### src/rx_format_pkg.sv
package rx_format_pkg;

    // Parallel lanes per code vector
    localparam int lane_count = 4;

    // Signed ADC code
    localparam int code_width = 8;

    // Equalizer estimate after shift and saturation
    localparam int est_width = 10;
    localparam int err_width = 10;

endpackage : rx_format_pkg

### src/rx_filter_pkg.sv
package rx_filter_pkg;

    // Feed-forward equalizer, tap 0 is the lane's own sample
    localparam int ffe_taps        = 3;
    localparam int weight_width    = 8;
    localparam int ffe_shift_width = 4;
    localparam int thresh_width    = 10;

    // Channel estimate, tap 0 is the current bit
    localparam int chan_taps        = 2;
    localparam int chan_width       = 8;
    localparam int chan_shift_width = 3;

    // Full-precision accumulators
    localparam int ffe_acc_width   = rx_format_pkg::code_width + weight_width + $clog2(ffe_taps);
    localparam int chan_acc_width  = chan_width + $clog2(chan_taps) + 1;
    localparam int chan_diff_width = chan_acc_width + 1;

    localparam int bit_latency   = 2;
    localparam int error_latency = 3;

endpackage : rx_filter_pkg

### src/adc_code_window.sv
`timescale 1ns/1ps

module adc_code_window
    import rx_format_pkg::*;
    import rx_filter_pkg::*;
(
    input  logic                         clk,
    input  logic                         rst_n_i,
    input  logic signed [code_width-1:0] adc_codes_i [lane_count],
    output logic signed [code_width-1:0] win_codes_o [lane_count][ffe_taps],
    output logic signed [code_width-1:0] dly_codes_o [lane_count]
);

    logic signed [code_width-1:0] cur_q  [lane_count];
    logic signed [code_width-1:0] prev_q [lane_count];

    always_ff @(posedge clk or negedge rst_n_i) begin
        if (!rst_n_i) begin
            for (int i = 0; i < lane_count; i++) begin
                cur_q[i]  <= '0;
                prev_q[i] <= '0;
            end
        end else begin
            cur_q  <= adc_codes_i;
            prev_q <= cur_q;
        end
    end

    // Lane i tap t is the sample t unit intervals before lane i
    always_comb begin
        int src;
        for (int i = 0; i < lane_count; i++) begin
            for (int t = 0; t < ffe_taps; t++) begin
                src = (lane_count + i - t) % lane_count;
                if (i >= t) begin
                    win_codes_o[i][t] = cur_q[src];
                end else begin
                    // Crosses into the tail of the previous vector
                    win_codes_o[i][t] = prev_q[src];
                end
            end
        end
    end

    // Lines up with the bits one stage later
    assign dly_codes_o = prev_q;

endmodule : adc_code_window

### src/ffe_slice_lane.sv
`timescale 1ns/1ps

module ffe_slice_lane
    import rx_format_pkg::*;
    import rx_filter_pkg::*;
(
    input  logic                              clk,
    input  logic                              rst_n_i,
    input  logic signed [code_width-1:0]      taps_i       [ffe_taps],
    input  logic signed [weight_width-1:0]    weights_i    [ffe_taps],
    input  logic        [ffe_taps-1:0]        tap_enable_i,
    input  logic        [ffe_shift_width-1:0] ffe_shift_i,
    input  logic signed [thresh_width-1:0]    thresh_i,
    output logic                              bit_o,
    output logic signed [est_width-1:0]       est_o
);

    logic signed [ffe_acc_width-1:0] acc;
    logic signed [ffe_acc_width-1:0] acc_shift;
    logic signed [est_width-1:0]     est_sat;
    logic                            bit_next;

    // Sum of enabled products
    always_comb begin
        acc = '0;
        for (int t = 0; t < ffe_taps; t++) begin
            if (tap_enable_i[t]) begin
                acc = acc + ffe_acc_width'(taps_i[t] * weights_i[t]);
            end
        end
    end

    assign acc_shift = acc >>> ffe_shift_i;

    // Clamp when the upper bits are not a pure sign extension
    always_comb begin
        logic [ffe_acc_width-est_width:0] upper;
        upper = acc_shift[ffe_acc_width-1:est_width-1];
        if ((&upper) || !(|upper)) begin
            est_sat = acc_shift[est_width-1:0];
        end else if (acc_shift[ffe_acc_width-1]) begin
            est_sat = {1'b1, {(est_width-1){1'b0}}};
        end else begin
            est_sat = {1'b0, {(est_width-1){1'b1}}};
        end
    end

    // Slicer, strictly above threshold
    assign bit_next = (est_sat > thresh_i);

    always_ff @(posedge clk or negedge rst_n_i) begin
        if (!rst_n_i) begin
            bit_o <= 1'b0;
            est_o <= '0;
        end else begin
            bit_o <= bit_next;
            est_o <= est_sat;
        end
    end

endmodule : ffe_slice_lane

### src/channel_error_unit.sv
`timescale 1ns/1ps

module channel_error_unit
    import rx_format_pkg::*;
    import rx_filter_pkg::*;
(
    input  logic                               clk,
    input  logic                               rst_n_i,
    input  logic        [lane_count-1:0]       bits_i,
    input  logic signed [code_width-1:0]       dly_codes_i [lane_count],
    input  logic signed [chan_width-1:0]       chan_coef_i [chan_taps],
    input  logic        [chan_shift_width-1:0] chan_shift_i,
    output logic signed [err_width-1:0]        est_error_o [lane_count]
);

    // Tail bits of the previous vector
    logic [chan_taps-2:0] prev_bits_q;

    // Oldest bit at index 0
    logic [lane_count+chan_taps-2:0] bit_hist;

    logic signed [chan_diff_width-1:0] diff    [lane_count];
    logic signed [err_width-1:0]       err_sat [lane_count];

    assign bit_hist = {bits_i, prev_bits_q};

    // Rebuild the expected code and subtract the received one
    always_comb begin
        logic signed [chan_acc_width-1:0] term;
        logic signed [chan_acc_width-1:0] sum;
        logic signed [chan_acc_width-1:0] est_code;
        for (int i = 0; i < lane_count; i++) begin
            sum = '0;
            for (int t = 0; t < chan_taps; t++) begin
                term = chan_acc_width'(chan_coef_i[t]);
                // Bit 0 stands for a -1 symbol
                if (!bit_hist[i + chan_taps - 1 - t]) begin
                    term = -term;
                end
                sum = sum + term;
            end
            est_code = sum >>> chan_shift_i;
            diff[i] = chan_diff_width'(est_code) - chan_diff_width'(dly_codes_i[i]);
        end
    end

    always_comb begin
        logic [chan_diff_width-err_width:0] upper;
        for (int i = 0; i < lane_count; i++) begin
            upper = diff[i][chan_diff_width-1:err_width-1];
            if ((&upper) || !(|upper)) begin
                err_sat[i] = diff[i][err_width-1:0];
            end else if (diff[i][chan_diff_width-1]) begin
                err_sat[i] = {1'b1, {(err_width-1){1'b0}}};
            end else begin
                err_sat[i] = {1'b0, {(err_width-1){1'b1}}};
            end
        end
    end

    always_ff @(posedge clk or negedge rst_n_i) begin
        if (!rst_n_i) begin
            prev_bits_q <= '0;
            for (int i = 0; i < lane_count; i++) begin
                est_error_o[i] <= '0;
            end
        end else begin
            prev_bits_q <= bits_i[lane_count-1 -: chan_taps-1];
            est_error_o <= err_sat;
        end
    end

endmodule : channel_error_unit

### src/rx_dsp_top.sv
`timescale 1ns/1ps

module rx_dsp_top
    import rx_format_pkg::*;
    import rx_filter_pkg::*;
(
    input  logic                               clk,
    input  logic                               rst_n_i,
    input  logic signed [code_width-1:0]       adc_codes_i [lane_count],

    // Equalizer settings, shared by all lanes
    input  logic signed [weight_width-1:0]     weights_i   [ffe_taps],
    input  logic        [ffe_taps-1:0]         tap_enable_i,
    input  logic        [ffe_shift_width-1:0]  ffe_shift_i,
    input  logic signed [thresh_width-1:0]     thresh_i,

    // Channel estimate
    input  logic signed [chan_width-1:0]       chan_coef_i [chan_taps],
    input  logic        [chan_shift_width-1:0] chan_shift_i,

    output logic        [lane_count-1:0]       bits_o,
    output logic signed [est_width-1:0]        est_o       [lane_count],
    output logic signed [err_width-1:0]        est_error_o [lane_count]
);

    logic signed [code_width-1:0] win_codes [lane_count][ffe_taps];
    logic signed [code_width-1:0] dly_codes [lane_count];

    adc_code_window u_code_window (
        .clk         (clk),
        .rst_n_i     (rst_n_i),
        .adc_codes_i (adc_codes_i),
        .win_codes_o (win_codes),
        .dly_codes_o (dly_codes)
    );

    for (genvar gi = 0; gi < lane_count; gi++) begin : g_lane
        ffe_slice_lane u_lane (
            .clk          (clk),
            .rst_n_i      (rst_n_i),
            .taps_i       (win_codes[gi]),
            .weights_i    (weights_i),
            .tap_enable_i (tap_enable_i),
            .ffe_shift_i  (ffe_shift_i),
            .thresh_i     (thresh_i),
            .bit_o        (bits_o[gi]),
            .est_o        (est_o[gi])
        );
    end

    // Error stage consumes the registered lane bits
    channel_error_unit u_error_unit (
        .clk          (clk),
        .rst_n_i      (rst_n_i),
        .bits_i       (bits_o),
        .dly_codes_i  (dly_codes),
        .chan_coef_i  (chan_coef_i),
        .chan_shift_i (chan_shift_i),
        .est_error_o  (est_error_o)
    );

endmodule : rx_dsp_top

### config.mk
export PLATFORM = sky130hd
export DESIGN_NAME = rx_dsp_top
export DESIGN_NICKNAME = d
export VERILOG_FILES = /design/src/rx_format_pkg.sv /design/src/rx_filter_pkg.sv /design/src/adc_code_window.sv /design/src/ffe_slice_lane.sv /design/src/channel_error_unit.sv /design/src/rx_dsp_top.sv
export SDC_FILE = /design/constraint.sdc
export NUM_CORES = 2
export LEC_CHECK = 0
export ABC_CLOCK_PERIOD_IN_PS = 10300
export BUFFER_PORTS_ARGS = -buffer_cell sky130_fd_sc_hd__buf_2
export CORE_MARGIN = 2
export CORE_UTILIZATION = 33
export DETAILED_ROUTE_END_ITERATION = 8
export GPL_TIMING_DRIVEN = 0
export PLACE_DENSITY = 0.5
export SLEW_MARGIN = 40
export SYNTH_ARGS = -nofsm -noshare
export SYNTH_HDL_FRONTEND = slang
export SYNTH_SLANG_ARGS = --single-unit
### constraint.sdc
create_clock -name clk -period 10.3 [get_ports clk]
set_input_delay 1.03 -clock clk [delete_from_list [all_inputs] [get_ports clk]]
set_output_delay 1.03 -clock clk [all_outputs]
set_load 0.05 [all_outputs]
# Yosys cells after proc, flatten, opt, wreduce, memory -nomap -nowiden

Cells that the tools add are included.

Flip-flop bits (word level): 149
Input port bits: 94

Multiplexer cells: 36
Multiply operators: 12
Magnitude comparators: 4
Shift-type cells: 8
Add/sub/neg operators: 18
Reduce and logical (&&, ||, !) cells: 32

Operators by type and width:

| kind                         | count |
|---|---|
| 2-to-1 mux 10 bit            | 24 |
| 2-to-1 mux 18 bit            | 12 |
| multiplier 8 x 8 -> 16 bit   | 12 |
| adder 18 bit                 | 8 |
| >>> shifter 18 x 4 -> 18 bit | 4 |
| subtractor 10 x 8 -> 11 bit  | 4 |
| adder 10 bit                 | 4 |
| > comparator 10 bit          | 4 |
| >>> shifter 10 x 3 -> 10 bit | 4 |
| AND reduction 9 bit          | 4 |
| OR reduction 9 bit           | 4 |
| negation 8 -> 10 bit         | 2 |
| zero test 1 bit              | 8 |
| logical OR 1 bit             | 8 |
| AND reduction 2 bit          | 4 |
| OR reduction 2 bit           | 4 |

# Depth between registers and ports, before layout

Depth after elaboration: 12
Gate-level depth with buffers: 56
Gate-level depth less buffers: 54

# Cells and area by module

From an unflattened synthesis, not the netlist that was laid out.

Cell total of the unflattened synthesis: 6348
Area, all modules: 54898.9 sq um

By module, submodules not included:

| module                            | cells each | times used | area an instance (sq um) |
|---|---|---|---|
| ffe_slice_lane (g_lane[0].u_lane) | 1345       | 1          | 11489.8 |
| ffe_slice_lane (g_lane[3].u_lane) | 1333       | 1          | 11481.0 |
| ffe_slice_lane (g_lane[1].u_lane) | 1304       | 1          | 11350.9 |
| ffe_slice_lane (g_lane[2].u_lane) | 1281       | 1          | 11188.2 |
| channel_error_unit                | 957        | 1          | 7307.0 |
| adc_code_window                   | 128        | 1          | 2082.0 |

# Least setup slack after synthesis

Ideal clock, no wire load.

Kind: input to register
From: in weights_i[15] (netlist name)
To: reg g_lane[1].u_lane.bit_o
Setup time: 0.118 ns
Slack: -0.803 ns
Cell stages on the path: 51
Data arrival time: 10.985 ns
Cells stage by stage: inv_1 > buf_1 > fa_1 > fa_1 > inv_1 > fa_1 > inv_1 > fa_1 > inv_1 > ha_1 > inv_1 > o21bai_1 > a21oi_1 > o21bai_1 > a21oi_1 > o21bai_1 > a21oi_1 > xnor2_1 > (+15 left out) > inv_1 > a211oi_2 > nor4b_1 > a311oi_2 > a21oi_1 > ha_1 > nor2b_1 > o21ai_0 > nand2b_1 > a21oi_1 > nor2b_1 > o21ai_0 > nand2b_1 > a21oi_1 > nor2b_1 > o21ai_0 > a21oi_1 > a21o_1

Word-level cells in the longest chain between the ends: 11
Elaborated cells between the ends (all ways): 13
Classes of those cells: 2 x add/sub; 1 x mul; 1 x order compare; 1 x shift; 4 x mux; 4 x reduce/logical

RTL lines:

| what                             | line                 | text |
|---|---|---|
| start, declared                  | rx_dsp_top.sv:12     | `input logic signed [weight_width-1:0] weights_i [ffe_taps],` |
| multiplier 8 x 8 -> 16 bit (*)   | ffe_slice_lane.sv:28 | `acc = acc + ffe_acc_width'(taps_i[t] * weights_i[t]);` |
| adder 18 bit (*)                 | ffe_slice_lane.sv:28 |  |
| 2-to-1 mux 18 bit (*)            | ffe_slice_lane.sv:27 | `if (tap_enable_i[t]) begin` |
| adder 18 bit                     | ffe_slice_lane.sv:28 |  |
| 2-to-1 mux 18 bit (*)            | ffe_slice_lane.sv:27 |  |
| >>> shifter 18 x 4 -> 18 bit (*) | ffe_slice_lane.sv:33 | `assign acc_shift = acc >>> ffe_shift_i;` |
| OR reduction 9 bit               | ffe_slice_lane.sv:39 | `if ((&upper) \|\| !(\|upper)) begin` |
| zero test 1 bit                  | ffe_slice_lane.sv:39 |  |
| logical OR 1 bit                 | ffe_slice_lane.sv:39 |  |
| 2-to-1 mux 10 bit (*)            | ffe_slice_lane.sv:39 |  |
| net g_lane[1].u_lane.est_sat[9]  | ffe_slice_lane.sv:20 | `logic signed [est_width-1:0] est_sat;` |
| > comparator 10 bit (*)          | ffe_slice_lane.sv:49 | `assign bit_next = (est_sat > thresh_i);` |
| net g_lane[1].u_lane.bit_next    | ffe_slice_lane.sv:21 | `logic bit_next;` |
| end signal, assigned             | ffe_slice_lane.sv:56 | `bit_o <= bit_next;` |
| end, declared                    | ffe_slice_lane.sv:14 | `output logic bit_o,` |

The timed path passes the listed nets; every way through them passes the cells marked *.

# Final worst setup path

From: in weights_i[11] (netlist name)
To: reg g_lane[1].u_lane.bit_o

Same word-level chain as after synthesis.

==> metrics.cfg <==
[drt]
post_drt_wl_per_cell_um=24.40
first_pass_iters=7
routed_wl_um=215800
avgViaCountPerCell=5.398
drtIter0Drc=4014
num_vias=47731
ant_nets=0
drc=0

[clocking]
clk_pin_slew_ns=0.09
insertion_delay_ns=0.58
cts_tree=yes
h-tree-depth=4
cts_max_path_buffers=2
postCtsHoldBufs=0
numCtsBuffers=17
cts_root_buf=clkbuf_16
clock-sinks=149

[die]
die_x_um=401
initial_utilization=0.3326
boundaryPins=178
coreArea_um2=156400
rows=145
dieHeight_um=401
die_area_um2=160800

[cells_and_area]
layout_common_cells=inv_1, fa_1, ha_1
nets=8126
final_common_cell=inv_1
drive_gt1_frac=0.1783
final_util=0.3993
syn_to_final_growth_pct=20.08

[sta]
worstMarginPinSlew_ns=1.014
setup_ws_ns=-0.5270
finalCritPeriodShare=1.051
hold_violations=0
fin_skew_ns=0.04747
drv_slew=0
maxSlewHeadroom=0.3242
finalSetupViolCount=6
rsz0062_at_grt=yes
post-route-min-period_ns=10.83
fmax_ghz=0.09236

[setup_path]
crit_top_cell=buf_4
cp.buffers_inverters=12
rrSetupSlack_ns=-0.50
cp-start-kind=primary input
critical_path_class=in2reg
crit_fanout=6
reg2reg_to=g_lane[1].u_lane.bit_o$_DFF_PN0_
slowest_stage=fa_1
setup.worst_path.end_class=flop
crit_required_ns=10.73
crit_family=compound AO/OA/AOI/OAI gates
slowest_delay_ns=0.55
arrival_ns=11.26
r2r_cells=50
r2r-start=u_code_window.win_codes_o[7]$_DFF_PN0_

[yosys]
synth_seq_area_share=0.07169
synth_cells=6286
ys_ff_latch=149
synth-edff-count=0
synth_nets=7651
yosys_warnings=0
async_reset_ff_frac=1.000
syn_area_um2=52010
syn_area_per_cell_um2=8.274
ys.flop_type=dfrtp_1
yosys.cell_types.count=93

[place]
portBuffers=161
dp_hpwl_um=175300
gp_congestion=0.9801

[outcome]
status=complete, but fails checks
violations=negative setup slack

[worst_hold_path]
hp-class=in2async

[global_route]
grt_pass1_wl_um=320100
grt.total_usage=0.2686
grt_overflow=0
first_global_vias=48977
grt_start_max_net_pins=63
antenna_found_initial=29

[job]
cap_violations=0

==> worst register-to-register path, delay by kind of cell, from the launching register on <==
| kind | cells | cell delay, ns |
|---|---|---|
| AOI/OAI and AO/OA | 19 | 3.55 |
| buffers and inverters | 8 | 0.96 |
| xor gates and xnor gates | 2 | 0.49 |
| DFF | 1 | 0.56 |
| muxes | 1 | 0.21 |
| and+or+nand+nor | 12 | 1.70 |
| adders and majority gates | 8 | 3.22 |
==> synthesized netlist by cell type, types with 18 or more instances <==
library cell     n  area [µm²]
inv_1         1069        4013
fa_1           676       13530
ha_1           595        7445
and2_1         495        3097
nand2_1        495        1858
a21oi_1        366        1832
nor2_1         312        1171
xnor2_1        276        2417
o21ai_0        259        1296
clkbuf_1       244       915.9
dfrtp_1        149        3729
xor2_1         103       902.1
mux2i_1        101        1011
a21o_1         100       750.7
a211oi_1        88       660.6
mux2_2          85       957.2
nand2b_1        78       488.0
o21bai_1        76       570.6
nor2b_1         67       419.2
nor3_1          59       295.3
o21a_1          43       322.8
nand3_1         40       200.2
a31oi_1         37       231.5
o211ai_1        36       270.3
and3_1          35       219.0
nand4_1         27       168.9
a211o_1         26       227.7
buf_1           19       71.32
or3_1           18       112.6
==> sequential cells by signal, summed over array words and instances (netlist names) <==
register	count
g_lane.u_lane.est_o	40
u_error_unit.est_error_o	40
u_code_window.dly_codes_o	32
u_code_window.win_codes_o	32
g_lane.u_lane.bit_o	4
u_error_unit.prev_bits_q	1
==> what timing repair did <==
action / CTS / global route
pin swaps: 180 / 169
gates cloned: 2 / 0
setup buffers: 218 / 86
setup endpoints to repair: 40 / 6
hold endpoints to repair: 0 / 0
resized for setup: 622 / 225
==> worst max-delay path by stage <==
stage	startpoint	endpoint	slack, ns	depth (start not counted)
after floorplan	weights_i[10]	g_lane[1].u_lane.bit_o$_DFF_PN0_	-0.05	55
after global routing	u_code_window.win_codes_o[28]$_DFF_PN0_	g_lane[1].u_lane.bit_o$_DFF_PN0_	-0.92	50
after detailed placement	weights_i[15]	g_lane[1].u_lane.bit_o$_DFF_PN0_	-3.58	55
final	weights_i[11]	g_lane[1].u_lane.bit_o$_DFF_PN0_	-0.53	50
after global placement	weights_i[15]	g_lane[1].u_lane.bit_o$_DFF_PN0_	-3.90	53
after CTS	weights_i[12]	g_lane[1].u_lane.bit_o$_DFF_PN0_	-0.58	55
==> final cells by class <==
type / count / area [µm²]
well taps: 2058 / 2575
flip-flops and latches: 149 / 3797
repair buffers: 468 / 3490
inverters: 1075 / 4053
clock buffers: 17 / 425.4
multi-input cells: 4795 / 46100
plain buffers: 255 / 1799
clock inverters: 15 / 188.9
diodes: 11 / 27.53
fillers: 15907 / 93940
==> layer usage <==
metal	vias to the layer above	track usage	share of wire
met5	-	0	0.00030
met4	10	0.1077	0.044
met3	345	0.03625	0.067
met2	1780	0.4364	0.46
met1	24019	0.3596	0.43
li1	21577	-	-
==> through the flow <==
| stage | setup TNS, ns | hold WS, ns | instance area [µm²] | setup slack [ns] | instances |
|---|---|---|---|---|---|
| detailed placement | -61.47 | 0.5879 | 56000 | -3.578 | 8510 |
| CTS | -1.749 | 0.3608 | 60920 | -0.5774 | 8748 |
| global placement | -66.09 | 0.5828 | 55750 | -3.901 | 8505 |
| global route | -4.188 | 0.4123 | 62430 | -0.9244 | 8834 |
| finish | -2.307 | 0.3856 | 62450 | -0.5270 | 8843 |
| floorplan | -0.04686 | 0.3945 | 52370 | -0.04686 | 6286 |
==> cells by family after synthesis <==
logic type / after synthesis / synth area share
compound gates: 1255 / 0.1575
fa+ha+maj: 1271 / 0.4033
buf+inv: 1342 / 0.09714
mux: 194 / 0.04130
xor+xnor: 380 / 0.06435
flops: 149 / 0.07169
simple gates: 1695 / 0.1646
Power is left out: the tool's default activity adds up to more than one toggle a clock period on the data nets, which glitch-free logic cannot reach.
